### src/rtl/fcore_pkg.sv
package fcore_pkg;

    localparam int data_width = 32;
    localparam int reg_addr_width = 4;
    localparam int prog_depth = 64;
    localparam int prog_addr_width = $clog2(prog_depth);
    localparam int n_constants = 3;
    localparam int const_idx_width = $clog2(n_constants);
    localparam int n_channels = 4;
    localparam int chan_idx_width = $clog2(n_channels);
    localparam int tag_width = 8;
    localparam int prop_delay = 2;
    localparam int prop_cnt_width = $clog2(prop_delay + 1);

    // Control addresses are byte addresses, bits 15:12 pick the region
    // and bits 11:2 give the word index inside it
    localparam int cfg_addr_width = 16;
    localparam int cfg_word_width = 10;
    localparam logic [3:0] region_prog = 4'd0;
    localparam logic [3:0] region_const = 4'd1;
    localparam logic [3:0] region_mover = 4'd2;

    typedef enum logic [3:0] {
        op_add  = 4'd0,
        op_sub  = 4'd1,
        op_and  = 4'd2,
        op_or   = 4'd3,
        op_xor  = 4'd4,
        op_shl  = 4'd5,
        op_ldi  = 4'd6,
        op_stop = 4'd7
    } opcode_e;

    typedef enum logic [2:0] {
        wait_constants = 3'd0,
        idle           = 3'd1,
        loading        = 3'd2,
        propagate      = 3'd3,
        running        = 3'd4
    } seq_state_e;

    // Bit 31 down to 0: spare, opcode, dest, src_a, src_b, imm
    typedef struct packed {
        logic [3:0]                spare;
        opcode_e                   opcode;
        logic [reg_addr_width-1:0] dest;
        logic [reg_addr_width-1:0] src_a;
        logic [reg_addr_width-1:0] src_b;
        logic [11:0]               imm;
    } instr_t;

    typedef struct packed {
        logic                      strobe;
        logic [cfg_addr_width-1:0] addr;
        logic [data_width-1:0]     data;
    } cfg_write_t;

    typedef struct packed {
        logic                      strobe;
        logic [reg_addr_width-1:0] addr;
        logic [data_width-1:0]     data;
    } reg_write_t;

    typedef struct packed {
        logic                  strobe;
        logic [tag_width-1:0]  tag;
        logic [data_width-1:0] data;
    } out_word_t;

endpackage

### src/rtl/constant_bank.sv
`timescale 1ns/100ps

module constant_bank (
    input  logic                   core_clock,
    input  logic                   arst_n,
    input  fcore_pkg::cfg_write_t  cfg,
    input  logic                   inject,
    input  logic                   taken,
    output fcore_pkg::reg_write_t  const_write,
    output logic                   pending,
    output logic                   all_loaded
);

    logic [fcore_pkg::data_width-1:0]     value_q [fcore_pkg::n_constants];
    logic [fcore_pkg::reg_addr_width-1:0] target_q [fcore_pkg::n_constants];
    logic [fcore_pkg::n_constants-1:0]    written_q;
    logic [fcore_pkg::n_constants-1:0]    pend_q;
    logic [fcore_pkg::cfg_word_width-1:0] word;
    logic [fcore_pkg::const_idx_width-1:0] cfg_idx;
    logic [fcore_pkg::const_idx_width-1:0] sel;
    logic                                 cfg_hit;

    assign word = cfg.addr[fcore_pkg::cfg_word_width+1:2];
    assign cfg_idx = word[fcore_pkg::const_idx_width:1];
    assign cfg_hit = cfg.strobe && (cfg.addr[15:12] == fcore_pkg::region_const) &&
                     (word < fcore_pkg::cfg_word_width'(2 * fcore_pkg::n_constants));

    // Even words carry the value, odd words the target register
    always_ff @(posedge core_clock) begin
        if (cfg_hit && !word[0]) begin
            value_q[cfg_idx] <= cfg.data;
        end
        if (cfg_hit && word[0]) begin
            target_q[cfg_idx] <= cfg.data[fcore_pkg::reg_addr_width-1:0];
        end
    end

    // Lowest pending constant goes first
    always_comb begin
        sel = '0;
        for (int i = fcore_pkg::n_constants - 1; i >= 0; i--) begin
            if (pend_q[i]) begin
                sel = fcore_pkg::const_idx_width'(i);
            end
        end
    end

    always_ff @(posedge core_clock or negedge arst_n) begin
        if (!arst_n) begin
            written_q <= '0;
            pend_q <= '0;
        end else begin
            if (cfg_hit && !word[0]) begin
                written_q[cfg_idx] <= 1'b1;
            end
            if (inject) begin
                pend_q <= '1;
            end else if (taken) begin
                pend_q[sel] <= 1'b0;
            end
        end
    end

    assign const_write.strobe = |pend_q;
    assign const_write.addr = target_q[sel];
    assign const_write.data = value_q[sel];
    assign pending = |pend_q;
    assign all_loaded = &written_q;

    a_inject_idle: assert property (@(posedge core_clock) disable iff (!arst_n)
        inject |-> !pending)
        else $error("inject while constants still pending");

endmodule

### src/rtl/fcore_complex.sv
`timescale 1ns/100ps

module fcore_complex (
    input  logic                  core_clock,
    input  logic                  arst_n,
    input  fcore_pkg::cfg_write_t cfg,
    input  fcore_pkg::reg_write_t dma_in,
    input  logic                  start,
    output fcore_pkg::out_word_t  data_out,
    output logic                  done
);

    fcore_pkg::reg_write_t                const_write;
    fcore_pkg::reg_write_t                reg_write;
    logic                                 taken;
    logic                                 merged_active;
    logic                                 pending;
    logic                                 all_loaded;
    logic                                 inject;
    logic                                 run;
    logic                                 core_done;
    logic                                 rd_strobe;
    logic [fcore_pkg::reg_addr_width-1:0] rd_addr;
    logic [fcore_pkg::data_width-1:0]     rd_data;

    constant_bank u_constant_bank (
        .core_clock  (core_clock),
        .arst_n      (arst_n),
        .cfg         (cfg),
        .inject      (inject),
        .taken       (taken),
        .const_write (const_write),
        .pending     (pending),
        .all_loaded  (all_loaded)
    );

    write_merger u_write_merger (
        .dma_in        (dma_in),
        .const_write   (const_write),
        .reg_write     (reg_write),
        .taken         (taken),
        .merged_active (merged_active)
    );

    input_sequencer u_input_sequencer (
        .core_clock    (core_clock),
        .arst_n        (arst_n),
        .start         (start),
        .all_loaded    (all_loaded),
        .pending       (pending),
        .merged_active (merged_active),
        .core_done     (core_done),
        .inject        (inject),
        .run           (run)
    );

    fcore_lite u_fcore_lite (
        .core_clock (core_clock),
        .arst_n     (arst_n),
        .cfg        (cfg),
        .reg_write  (reg_write),
        .run        (run),
        .rd_strobe  (rd_strobe),
        .rd_addr    (rd_addr),
        .rd_data    (rd_data),
        .core_done  (core_done)
    );

    output_mover u_output_mover (
        .core_clock (core_clock),
        .arst_n     (arst_n),
        .cfg        (cfg),
        .core_done  (core_done),
        .rd_data    (rd_data),
        .rd_strobe  (rd_strobe),
        .rd_addr    (rd_addr),
        .data_out   (data_out),
        .done       (done)
    );

endmodule

### src/rtl/fcore_lite.sv
`timescale 1ns/100ps

module fcore_lite (
    input  logic                                 core_clock,
    input  logic                                 arst_n,
    input  fcore_pkg::cfg_write_t                cfg,
    input  fcore_pkg::reg_write_t                reg_write,
    input  logic                                 run,
    input  logic                                 rd_strobe,
    input  logic [fcore_pkg::reg_addr_width-1:0] rd_addr,
    output logic [fcore_pkg::data_width-1:0]     rd_data,
    output logic                                 core_done
);

    fcore_pkg::instr_t                     imem [fcore_pkg::prog_depth];
    logic [fcore_pkg::data_width-1:0]      rf [2**fcore_pkg::reg_addr_width];
    logic [fcore_pkg::prog_addr_width-1:0] pc_q;
    logic                                  running_q;
    fcore_pkg::instr_t                     instr;
    logic [fcore_pkg::data_width-1:0]      op_a;
    logic [fcore_pkg::data_width-1:0]      op_b;
    logic [fcore_pkg::data_width-1:0]      alu_result;
    logic                                  alu_we;
    logic                                  exec_we;
    logic                                  run_end;
    logic [fcore_pkg::cfg_word_width-1:0]  word;
    logic                                  prog_hit;

    assign word = cfg.addr[fcore_pkg::cfg_word_width+1:2];
    assign prog_hit = cfg.strobe && (cfg.addr[15:12] == fcore_pkg::region_prog) &&
                      (word < fcore_pkg::cfg_word_width'(fcore_pkg::prog_depth));

    always_ff @(posedge core_clock) begin
        if (prog_hit) begin
            imem[word[fcore_pkg::prog_addr_width-1:0]] <= fcore_pkg::instr_t'(cfg.data);
        end
    end

    assign instr = imem[pc_q];
    assign op_a = rf[instr.src_a];
    assign op_b = rf[instr.src_b];

    always_comb begin
        alu_we = 1'b1;
        alu_result = '0;
        case (instr.opcode)
            fcore_pkg::op_add: alu_result = op_a + op_b;
            fcore_pkg::op_sub: alu_result = op_a - op_b;
            fcore_pkg::op_and: alu_result = op_a & op_b;
            fcore_pkg::op_or:  alu_result = op_a | op_b;
            fcore_pkg::op_xor: alu_result = op_a ^ op_b;
            fcore_pkg::op_shl: alu_result = op_a << op_b[4:0];
            fcore_pkg::op_ldi: alu_result = {{20{instr.imm[11]}}, instr.imm};
            default: alu_we = 1'b0;
        endcase
    end

    assign exec_we = running_q && alu_we;

    // A stop, or falling off the end of the program memory, ends the run
    assign run_end = (instr.opcode == fcore_pkg::op_stop) ||
                     (pc_q == fcore_pkg::prog_addr_width'(fcore_pkg::prog_depth - 1));

    always_ff @(posedge core_clock) begin
        if (exec_we) begin
            rf[instr.dest] <= alu_result;
        end else if (!running_q && reg_write.strobe) begin
            rf[reg_write.addr] <= reg_write.data;
        end
        if (rd_strobe) begin
            rd_data <= rf[rd_addr];
        end
    end

    always_ff @(posedge core_clock or negedge arst_n) begin
        if (!arst_n) begin
            running_q <= 1'b0;
            pc_q <= '0;
            core_done <= 1'b0;
        end else begin
            core_done <= 1'b0;
            if (running_q) begin
                pc_q <= pc_q + 1'b1;
                if (run_end) begin
                    running_q <= 1'b0;
                    core_done <= 1'b1;
                end
            end else if (run) begin
                running_q <= 1'b1;
                pc_q <= '0;
            end
        end
    end

    a_no_load_in_run: assert property (@(posedge core_clock) disable iff (!arst_n)
        reg_write.strobe |-> !running_q)
        else $error("register write dropped while the core is running");

endmodule

### src/rtl/input_sequencer.sv
`timescale 1ns/100ps

module input_sequencer (
    input  logic core_clock,
    input  logic arst_n,
    input  logic start,
    input  logic all_loaded,
    input  logic pending,
    input  logic merged_active,
    input  logic core_done,
    output logic inject,
    output logic run
);

    fcore_pkg::seq_state_e                state_q;
    logic [fcore_pkg::prop_cnt_width-1:0] prop_cnt_q;

    // Constants are armed in the same cycle that start is accepted
    assign inject = (state_q == fcore_pkg::idle) && start;

    always_ff @(posedge core_clock or negedge arst_n) begin
        if (!arst_n) begin
            state_q <= fcore_pkg::wait_constants;
            prop_cnt_q <= '0;
            run <= 1'b0;
        end else begin
            run <= 1'b0;
            case (state_q)
                fcore_pkg::wait_constants: begin
                    if (all_loaded) begin
                        state_q <= fcore_pkg::idle;
                    end
                end
                fcore_pkg::idle: begin
                    if (start) begin
                        state_q <= fcore_pkg::loading;
                    end
                end
                fcore_pkg::loading: begin
                    if (!pending && !merged_active) begin
                        state_q <= fcore_pkg::propagate;
                        prop_cnt_q <= '0;
                    end
                end
                fcore_pkg::propagate: begin
                    prop_cnt_q <= prop_cnt_q + 1'b1;
                    if (prop_cnt_q == fcore_pkg::prop_cnt_width'(fcore_pkg::prop_delay - 1)) begin
                        run <= 1'b1;
                        state_q <= fcore_pkg::running;
                    end
                end
                fcore_pkg::running: begin
                    if (core_done) begin
                        state_q <= fcore_pkg::idle;
                    end
                end
                default: begin
                    state_q <= fcore_pkg::wait_constants;
                end
            endcase
        end
    end

    a_done_when_running: assert property (@(posedge core_clock) disable iff (!arst_n)
        core_done |-> state_q == fcore_pkg::running)
        else $error("core_done outside of a run");

endmodule

### src/rtl/output_mover.sv
`timescale 1ns/100ps

module output_mover (
    input  logic                                 core_clock,
    input  logic                                 arst_n,
    input  fcore_pkg::cfg_write_t                cfg,
    input  logic                                 core_done,
    input  logic [fcore_pkg::data_width-1:0]     rd_data,
    output logic                                 rd_strobe,
    output logic [fcore_pkg::reg_addr_width-1:0] rd_addr,
    output fcore_pkg::out_word_t                 data_out,
    output logic                                 done
);

    logic [fcore_pkg::reg_addr_width-1:0] src_q [fcore_pkg::n_channels];
    logic [fcore_pkg::tag_width-1:0]      tag_q [fcore_pkg::n_channels];
    logic [fcore_pkg::cfg_word_width-1:0] word;
    logic [fcore_pkg::chan_idx_width-1:0] cfg_idx;
    logic                                 cfg_hit;
    logic [fcore_pkg::chan_idx_width-1:0] ch_q;
    logic                                 reading_q;
    logic                                 last_read;
    logic                                 resp_valid_q;
    logic                                 resp_last_q;
    logic [fcore_pkg::tag_width-1:0]      resp_tag_q;

    assign word = cfg.addr[fcore_pkg::cfg_word_width+1:2];
    assign cfg_idx = word[fcore_pkg::chan_idx_width:1];
    assign cfg_hit = cfg.strobe && (cfg.addr[15:12] == fcore_pkg::region_mover) &&
                     (word < fcore_pkg::cfg_word_width'(2 * fcore_pkg::n_channels));

    always_ff @(posedge core_clock) begin
        if (cfg_hit && !word[0]) begin
            src_q[cfg_idx] <= cfg.data[fcore_pkg::reg_addr_width-1:0];
        end
        if (cfg_hit && word[0]) begin
            tag_q[cfg_idx] <= cfg.data[fcore_pkg::tag_width-1:0];
        end
    end

    assign rd_strobe = reading_q;
    assign rd_addr = src_q[ch_q];
    assign last_read = (ch_q == fcore_pkg::chan_idx_width'(fcore_pkg::n_channels - 1));

    always_ff @(posedge core_clock) begin
        if (reading_q) begin
            resp_tag_q <= tag_q[ch_q];
        end
    end

    always_ff @(posedge core_clock or negedge arst_n) begin
        if (!arst_n) begin
            reading_q <= 1'b0;
            ch_q <= '0;
            resp_valid_q <= 1'b0;
            resp_last_q <= 1'b0;
            done <= 1'b0;
        end else begin
            resp_valid_q <= reading_q;
            resp_last_q <= reading_q && last_read;
            done <= resp_valid_q && resp_last_q;
            if (reading_q) begin
                ch_q <= ch_q + 1'b1;
                if (last_read) begin
                    reading_q <= 1'b0;
                end
            end else if (core_done) begin
                reading_q <= 1'b1;
                ch_q <= '0;
            end
        end
    end

    // Read data returns one cycle after the request, in channel order
    assign data_out.strobe = resp_valid_q;
    assign data_out.tag = resp_tag_q;
    assign data_out.data = rd_data;

    a_done_while_moving: assert property (@(posedge core_clock) disable iff (!arst_n)
        core_done |-> !reading_q)
        else $error("core_done dropped while outputs are still being read");

endmodule

### src/rtl/write_merger.sv
`timescale 1ns/100ps

module write_merger (
    input  fcore_pkg::reg_write_t dma_in,
    input  fcore_pkg::reg_write_t const_write,
    output fcore_pkg::reg_write_t reg_write,
    output logic                  taken,
    output logic                  merged_active
);

    // The input stream always wins, a constant simply waits for a free cycle
    always_comb begin
        if (dma_in.strobe) begin
            reg_write = dma_in;
            taken = 1'b0;
        end else begin
            reg_write = const_write;
            taken = const_write.strobe;
        end
    end

    assign merged_active = reg_write.strobe;

endmodule

### config.mk
export PLATFORM = sky130hd
export DESIGN_NAME = fcore_complex
export DESIGN_NICKNAME = d
export VERILOG_FILES = /design/src/rtl/fcore_pkg.sv /design/src/rtl/constant_bank.sv /design/src/rtl/fcore_complex.sv /design/src/rtl/fcore_lite.sv /design/src/rtl/input_sequencer.sv /design/src/rtl/output_mover.sv /design/src/rtl/write_merger.sv
export SDC_FILE = /design/constraint.sdc
export NUM_CORES = 2
export LEC_CHECK = 0
export BUFFER_PORTS_ARGS = -buffer_cell sky130_fd_sc_hd__buf_2
export CAP_MARGIN = 0
export CORE_ASPECT_RATIO = 2
export CORE_MARGIN = 2
export CORE_UTILIZATION = 50
export CTS_CLUSTER_DIAMETER = 150
export DETAILED_ROUTE_END_ITERATION = 8
export PLACE_DENSITY = 0.66
export SLEW_MARGIN = 10
export SYNTH_ARGS = -nofsm -noshare
export SYNTH_HDL_FRONTEND = slang
export SYNTH_HIERARCHICAL = 1
export SYNTH_SLANG_ARGS = --single-unit
### constraint.sdc
create_clock -name core_clock -period 10.8 [get_ports core_clock]
set_input_delay 1.08 -clock core_clock [delete_from_list [all_inputs] [get_ports core_clock]]
set_output_delay 1.08 -clock core_clock [all_outputs]
set_load 0.005 [all_outputs]
After elaboration in Yosys (flattened, before gate mapping)
Memories as Yosys holds them, arrays and structs flattened. A register that Yosys moved wholly into a read port is not among the register bits.
Cells that the tools add are included.
Widths: inputs -> output; s select.
{"block": "word_totals", "latchBits": 0, "n_memories": 6, "mem_bits_rw": 2716, "reg_bits": 26, "out_inout_bits": 42, "rom_bits": 0}
{"name": "u_fcore_lite.imem", "depth": 64, "word_bits": 32, "rd": 1, "rd_clocked_by_memory_dff": 0, "write_ports": 1, "line": "fcore_lite.sv:15", "text": "fcore_pkg::instr_t imem [fcore_pkg::prog_depth];"}
{"name": "u_fcore_lite.rf", "depth": 16, "word_bits": 32, "rd": 3, "rd_clocked_by_memory_dff": 1, "write_ports": 1, "line": "fcore_lite.sv:16", "text": "logic [fcore_pkg::data_width-1:0] rf [2**fcore_pkg::reg_addr_width];"}
{"name": "u_constant_bank.value_q", "depth": 3, "word_bits": 32, "rd": 1, "rd_clocked_by_memory_dff": 0, "write_ports": 1, "line": "constant_bank.sv:14", "text": "logic [fcore_pkg::data_width-1:0] value_q [fcore_pkg::n_constants];"}
{"name": "u_output_mover.tag_q", "depth": 4, "word_bits": 8, "rd": 1, "rd_clocked_by_memory_dff": 1, "write_ports": 1, "line": "output_mover.sv:16", "text": "logic [fcore_pkg::tag_width-1:0] tag_q [fcore_pkg::n_channels];"}
{"name": "u_output_mover.src_q", "depth": 4, "word_bits": 4, "rd": 1, "rd_clocked_by_memory_dff": 0, "write_ports": 1, "line": "output_mover.sv:15", "text": "logic [fcore_pkg::reg_addr_width-1:0] src_q [fcore_pkg::n_channels];"}
{"name": "u_constant_bank.target_q", "depth": 3, "word_bits": 4, "rd": 1, "rd_clocked_by_memory_dff": 0, "write_ports": 1, "line": "constant_bank.sv:15", "text": "logic [fcore_pkg::reg_addr_width-1:0] target_q [fcore_pkg::n_constants];"}
{"block": "op_classes", "eq_ne": 21, "bitwise_logic": 6, "n_reduce_logical": 36, "shift": 1, "muxes": 53, "n_div": 0, "order_cmp": 7, "multipliers": 0, "n_addsub": 5}
{"cell": "$pmux 32 s7", "count": 1}
{"cell": "$mux 37", "count": 1}
{"cell": "$add 32x32->32", "count": 1}
{"cell": "$and 32x32->32", "count": 1}
{"cell": "$mux 32", "count": 1}
{"cell": "$or 32x32->32", "count": 1}
{"cell": "$reduce_or 32->1", "count": 1}
{"cell": "$shl 32x5->32", "count": 1}
{"cell": "$sub 32x32->32", "count": 1}
{"cell": "$xor 32x32->32", "count": 1}
{"cell": "$mux 1", "count": 30}
{"cell": "$mux 3", "count": 7}
{"cell": "$logic_and 1x1->1", "count": 18}
{"cell": "$eq 4x3->1 const B", "count": 4}
{"cell": "$pmux 3 s5", "count": 1}
{"cell": "$eq 4x2->1 const B", "count": 3}
{"cell": "$mux 2", "count": 6}
{"cell": "$mux 6", "count": 2}
{"cell": "$lt 10x3->1 const B", "count": 1}
{"cell": "$lt 10x4->1 const B", "count": 1}
{"cell": "$lt 10x7->1 const B", "count": 1}
{"cell": "$eq 4x1->1 const B", "count": 2}
{"cell": "$logic_not 4->1", "count": 2}
{"cell": "$reduce_bool 2->1", "count": 4}
{"cell": "26 further kinds", "count": 37}

Depth between registers and ports, before layout
{"block": "logic_depth", "word_depth": 11, "depth_mapped": 38, "mapped_depth_nobuf": 28}

Hierarchy
Netlist, hierarchy kept.
{"mod": "fcore_lite", "area_per_inst_um2": 104240.0, "cells_per_inst": 5692, "n_inst": 1}
{"mod": "constant_bank", "area_per_inst_um2": 4347.9, "cells_per_inst": 266, "n_inst": 1}
{"mod": "output_mover", "area_per_inst_um2": 2636.3, "cells_per_inst": 140, "n_inst": 1}
{"mod": "write_merger", "area_per_inst_um2": 531.8, "cells_per_inst": 43, "n_inst": 1}
{"mod": "input_sequencer", "area_per_inst_um2": 327.8, "cells_per_inst": 31, "n_inst": 1}

Least setup slack after synthesis
OpenSTA, ideal clock, no wires.
{"block": "synth_timing", "path_type": "reg-to-reg", "from": "reg u_fcore_lite/pc_q[0] (netlist name)", "to": "mem u_fcore_lite/rf[0][28] (netlist name) (data pin)", "setup_time_ns": 0.302, "t_arrival_ns": 7.699, "n_path_buf": 7, "slack_ns": 2.798, "stages_incl_launch_ff": 28, "t_required_ns": 10.498, "path_cell_list": "dfrtp_1 buf_6 buf_12 buf_8 buf_8 buf_4 mux4_2 mux4_2 mux4_2 nor3_1 and2_1 clkbuf_1 clkbuf_1 mux2i_1 fa_1 a21o_1 a21oi_1 nand2b_1 a211oi_1 nand4b_1 a311oi_1 o21ai_0 a31oi_1 o21ai_0 a221oi_1 a21oi_1 o32a_1 a31oi_1"}
{"block": "synth_between", "elab_chain_cells": 9, "elab_cells_between_ends": 23, "classes_between": "2 x add/sub; 6 x eq/ne; 1 x shift; 5 x mux; 3 x bitwise; 4 x reduce/logical; 2 x memory"}
{"element": "start, declared", "line": "fcore_lite.sv:17", "text": "logic [fcore_pkg::prog_addr_width-1:0] pc_q;"}
{"element": "start signal, assigned", "line": "fcore_lite.sv:83", "text": "pc_q <= pc_q + 1'b1;"}
{"element": "$mem_v2 64x32 *"}
{"element": "parallel branches: the longest is 7 deep, another holds $mem_v2 16x32"}
{"element": "$mux 32 (no source line) *"}
{"element": "end, declared", "line": "fcore_lite.sv:16"}
Every way passes the cells marked *.

Worst setup path in the final report
{"block": "layout_timing", "from": "reg u_fcore_lite/pc_q[0] (netlist name)", "to": "mem u_fcore_lite/rf[12][29] (netlist name) (data pin)"}
Same word-level chain as after synthesis.

==> flow_metrics.py <==
metrics = {
    "placed_design": {
        "finalWeightedCongestion": 1.02,
        "io_buffers": 128,
        "dp_hpwl_mm": 218,
    },
    "routing": {
        "dr_total_vias": 63300,
        "drt-total-wl_mm": 335,
        "vias_per_cell": 6.63,
        "detail_route.first_pass.iterations": 7,
        "remaining_drc_errors": 0,
        "antenna_left": 0,
        "drt_first_iter_violations": 6608,
        "wl_per_cell_um": 35.1,
    },
    "sta": {
        "finalMaxSlewViolations": 0,
        "finalSetupViolations": 0,
        "maxClockFrequency_mhz": 100,
        "timing.setup.tns_ns": 0,
        "layout_worst_path_cycle_share_pct": 92.2,
        "finalCriticalPeriod_ns": 9.96,
        "worstMarginPinSlew_ns": 1.31,
        "finalHoldViolations": 0,
        "timing.slew.headroom_pct": 12.5,
        "fin_skew_ns": 0.0657,
        "rsz0062_at_grt": "false",
    },
    "synthesis": {
        "post_synthesis_area_per_instance_sq_um": 18.2,
        "synth_top_area_cell": "edfxtp_1",
        "ys_seq_elements": 2526,
        "syn_inst": 6172,
        "synthDistinctLibCells": 117,
        "post_synth_edffs": 2500,
        "synth-async-reset-ratio_pct": 1.03,
        "synth_ff_type": "edfxtp_1",
        "netlist_area_sq_um": 112000,
        "syn-num-nets": 6368,
        "seq_area_frac_synth_pct": 67.6,
        "yosys.area.top_type_share_pct": 67.0,
        "netlist_top_cells_area": "edfxtp_1, mux4_2, mux2i_1",
        "synth-warning-count": 6,
    },
    "critical_path": {
        "critPathLaunchType": "flip-flop",
        "timing.critical_path.to_type": "flip-flop",
        "critical_path.most_common_cell": "buf_4",
        "rr_endpoint": "u_fcore_lite/rf[12][29]",
        "worst-path-stages": 33,
        "last_element_of_the_critical_path": "u_fcore_lite/rf[12][29]",
        "critical-path-slowest-cell": "nor3_1",
        "critical-path-top-delay-family": "compound AO/OA/AOI/OAI gates",
        "critical-path-max-stage-delay_ns": 0.81,
        "path_max_fanout": 33,
        "setup.worst_path.class": "flip-flop to flip-flop",
        "rr_worst_depth": 33,
        "worst_ep_arrival_time_ns": 10.56,
        "reg2reg_from": "u_fcore_lite/pc_q[0]",
        "cp_num_buf_inv": 8,
        "setup.reg_to_reg.worst_slack_ns": 0.84,
        "setup.worst_path.start": "u_fcore_lite/pc_q[0]",
        "critical_path_required_ns": 11.40,
    },
    "global_route": {
        "grt_start_max_net_pins": 139,
        "grt.overflow.total": 0,
        "grt_pass1_vias": 65400,
        "wire_length_of_the_first_global_routing_pass_mm": 472,
        "grt_antenna_before_repair": 18,
        "grtUsageTotal_pct": 29.2,
    },
    "cts": {
        "cts_hold_buf": 0,
        "clock_insertion_delay_worst_skew_ns": 0.90,
        "cts_tree": "built",
        "number_of_buffers_created_by_cts": 211,
        "resized_gates_after_cts": 0,
        "clock_sink_total": 2526,
        "clk_root_buffer_cell": "clkbuf_16",
        "deepest_clock_path_buffer_count": 4,
        "postCtsSetupRepairBufs": 0,
        "htree_num_levels": 4,
        "clkSlewWorstSetupHoldPaths_ns": 0.07,
    },
    "worst_hold_path": {
        "holdCritPathClass": "primary input to asynchronous set/reset pin",
    },
    "floorplan": {
        "row_count": 245,
        "initial_utilization_pct": 50.3,
        "placeableCoreArea_sq_um": 223000,
        "die_w_um": 339,
        "design.die.area_sq_um": 228000,
        "design.portCount": 131,
        "die_y_um": 674,
    },
    "layout": {
        "post_route_cells_drive_above_1_share_pct": 27.1,
        "fillCellCount": 16900,
        "area_growth_syn_to_fin_pct": 10.8,
        "fin_nets": 6605,
    },
    "status": {
        "outcome": "finished clean",
    },
    "flow_run": {
        "max_cap_viol_count": 0,
    },
}
## registers in the layout, indices dropped and copies added, names as in the netlist, 8 cells and up
register                   flops
u_output_mover/tag_q          32
u_output_mover/src_q          16
u_output_mover/resp_tag_q      8
u_constant_bank/value_q       96
u_fcore_lite/imem           1792
u_fcore_lite/rd_data          32
u_fcore_lite/rf              512
u_constant_bank/target_q      12
## placed cells by master, fill, tap and decap left out, drive strengths merged, types with 18 or more instances in the layout
cell type / count
nor4: 18
a31oi: 48
a211oi: 29
edfxtp: 2500
o211ai: 31
xnor2: 46
a32o: 43
and3: 39
ha: 106
nand2: 410
a21o: 19
nand3: 183
buf: 442
clkinv: 96
nor2: 270
a22oi: 99
mux4: 797
mux2: 72
bufinv: 18
a221oi: 29
inv: 110
clkbuf: 256
nor2b: 26
nand2b: 22
dfrtp: 26
o21ai: 126
a21oi: 139
nor3: 38
mux2i: 286
## layout make-up
class | count | area [sq um] | share of cell area (%)
Antenna cell | 6 | 15.0 | 0.0121
Clock buffer | 256 | 5530 | 4.46
Clock inverter | 123 | 1070 | 0.861
Inverter | 108 | 410 | 0.331
Multi-Input combinational cell | 3120 | 34500 | 27.8
Sequential cell | 2526 | 75700 | 61.0
Tap cell | 2964 | 3710 | 2.99
Timing Repair Buffer | 442 | 3230 | 2.60
## worst reg2reg max path, delay by kind of cell, from the launching register on
kind            cells  cell delay, ns
simple gates        7            2.52
flops               1            0.79
mux                 1            0.38
fa+ha+maj           1            0.24
compound gates     14            3.57
buf+inv             8            1.90
xor+xnor            2            0.30
## worst min-delay path by stage
stage,cells past startpoint,start,endpoint,slack [ns]
global route,1,arst_n,u_fcore_lite/running_q,0.30
floorplan,1,u_output_mover/resp_last_q,u_output_mover/done,0.43
global placement,2,u_constant_bank/written_q[2],u_constant_bank/written_q[2],0.44
CTS,1,arst_n,u_fcore_lite/core_done,0.23
detailed placement,1,u_output_mover/resp_last_q,u_output_mover/done,0.45
finish,1,arst_n,u_fcore_lite/pc_q[3],0.28
## synthesized netlist by cell type, types with 43 or more instances
master / count
ha_1: 106
mux4_2: 797
mux2i_1: 282
a31oi_1: 48
nor2_1: 262
a22oi_1: 98
nand3_1: 183
buf_4: 68
inv_1: 101
buf_2: 70
nand2_1: 409
a32o_1: 43
o21ai_0: 116
xnor2_1: 46
a21oi_1: 138
edfxtp_1: 2500
buf_1: 76
clkbuf_1: 162
mux2_2: 51
## metrics by stage
| stage | utilization, % | setup slack, ns | cell area [sq um] | instances | hold slack (ns) |
|---|---|---|---|---|---|
| finish | 55.7 | 0.845 | 124000 | 9545 | 0.278 |
| CTS | 55.7 | 1.06 | 124000 | 9537 | 0.233 |
| global placement | 52.7 | 1.18 | 117000 | 9158 | 0.440 |
| global route | 55.7 | 0.502 | 124000 | 9541 | 0.301 |
| detailed placement | 52.7 | 1.14 | 117000 | 9158 | 0.447 |
| floorplan | - | 2.80 | 112000 | 6172 | 0.428 |
## layer usage
metal / part of all wire, % / routed length, um / vias to the layer above / GRT usage, %
li1: - / - / 25800 / -
met4: 6.9 / 23300 / 10 / 17.0
met5: 0.021 / 69 / - / 0
met3: 6.2 / 20900 / 997 / 3.74
met2: 54 / 182000 / 3117 / 54.6
met1: 32 / 108000 / 33400 / 31.4
## cells by family (layout without fill, tap and decap cells)
| family | count (synthesis) | after routing | share of synthesized area, % |
|---|---|---|---|
| compound gates | 717 | 717 | 4.53 |
| xor+xnor | 53 | 53 | 0.414 |
| fa+ha+maj | 107 | 107 | 1.20 |
| buf+inv | 526 | 929 | 2.37 |
| flops | 2526 | 2526 | 67.6 |
| mux | 1155 | 1155 | 19.4 |
| other cells | 0 | 6 | 0 |
| simple gates | 1088 | 1088 | 4.55 |
Power is left out: the tool's default activity adds up to more than one toggle a clock period on the data nets, which glitch-free logic cannot reach.
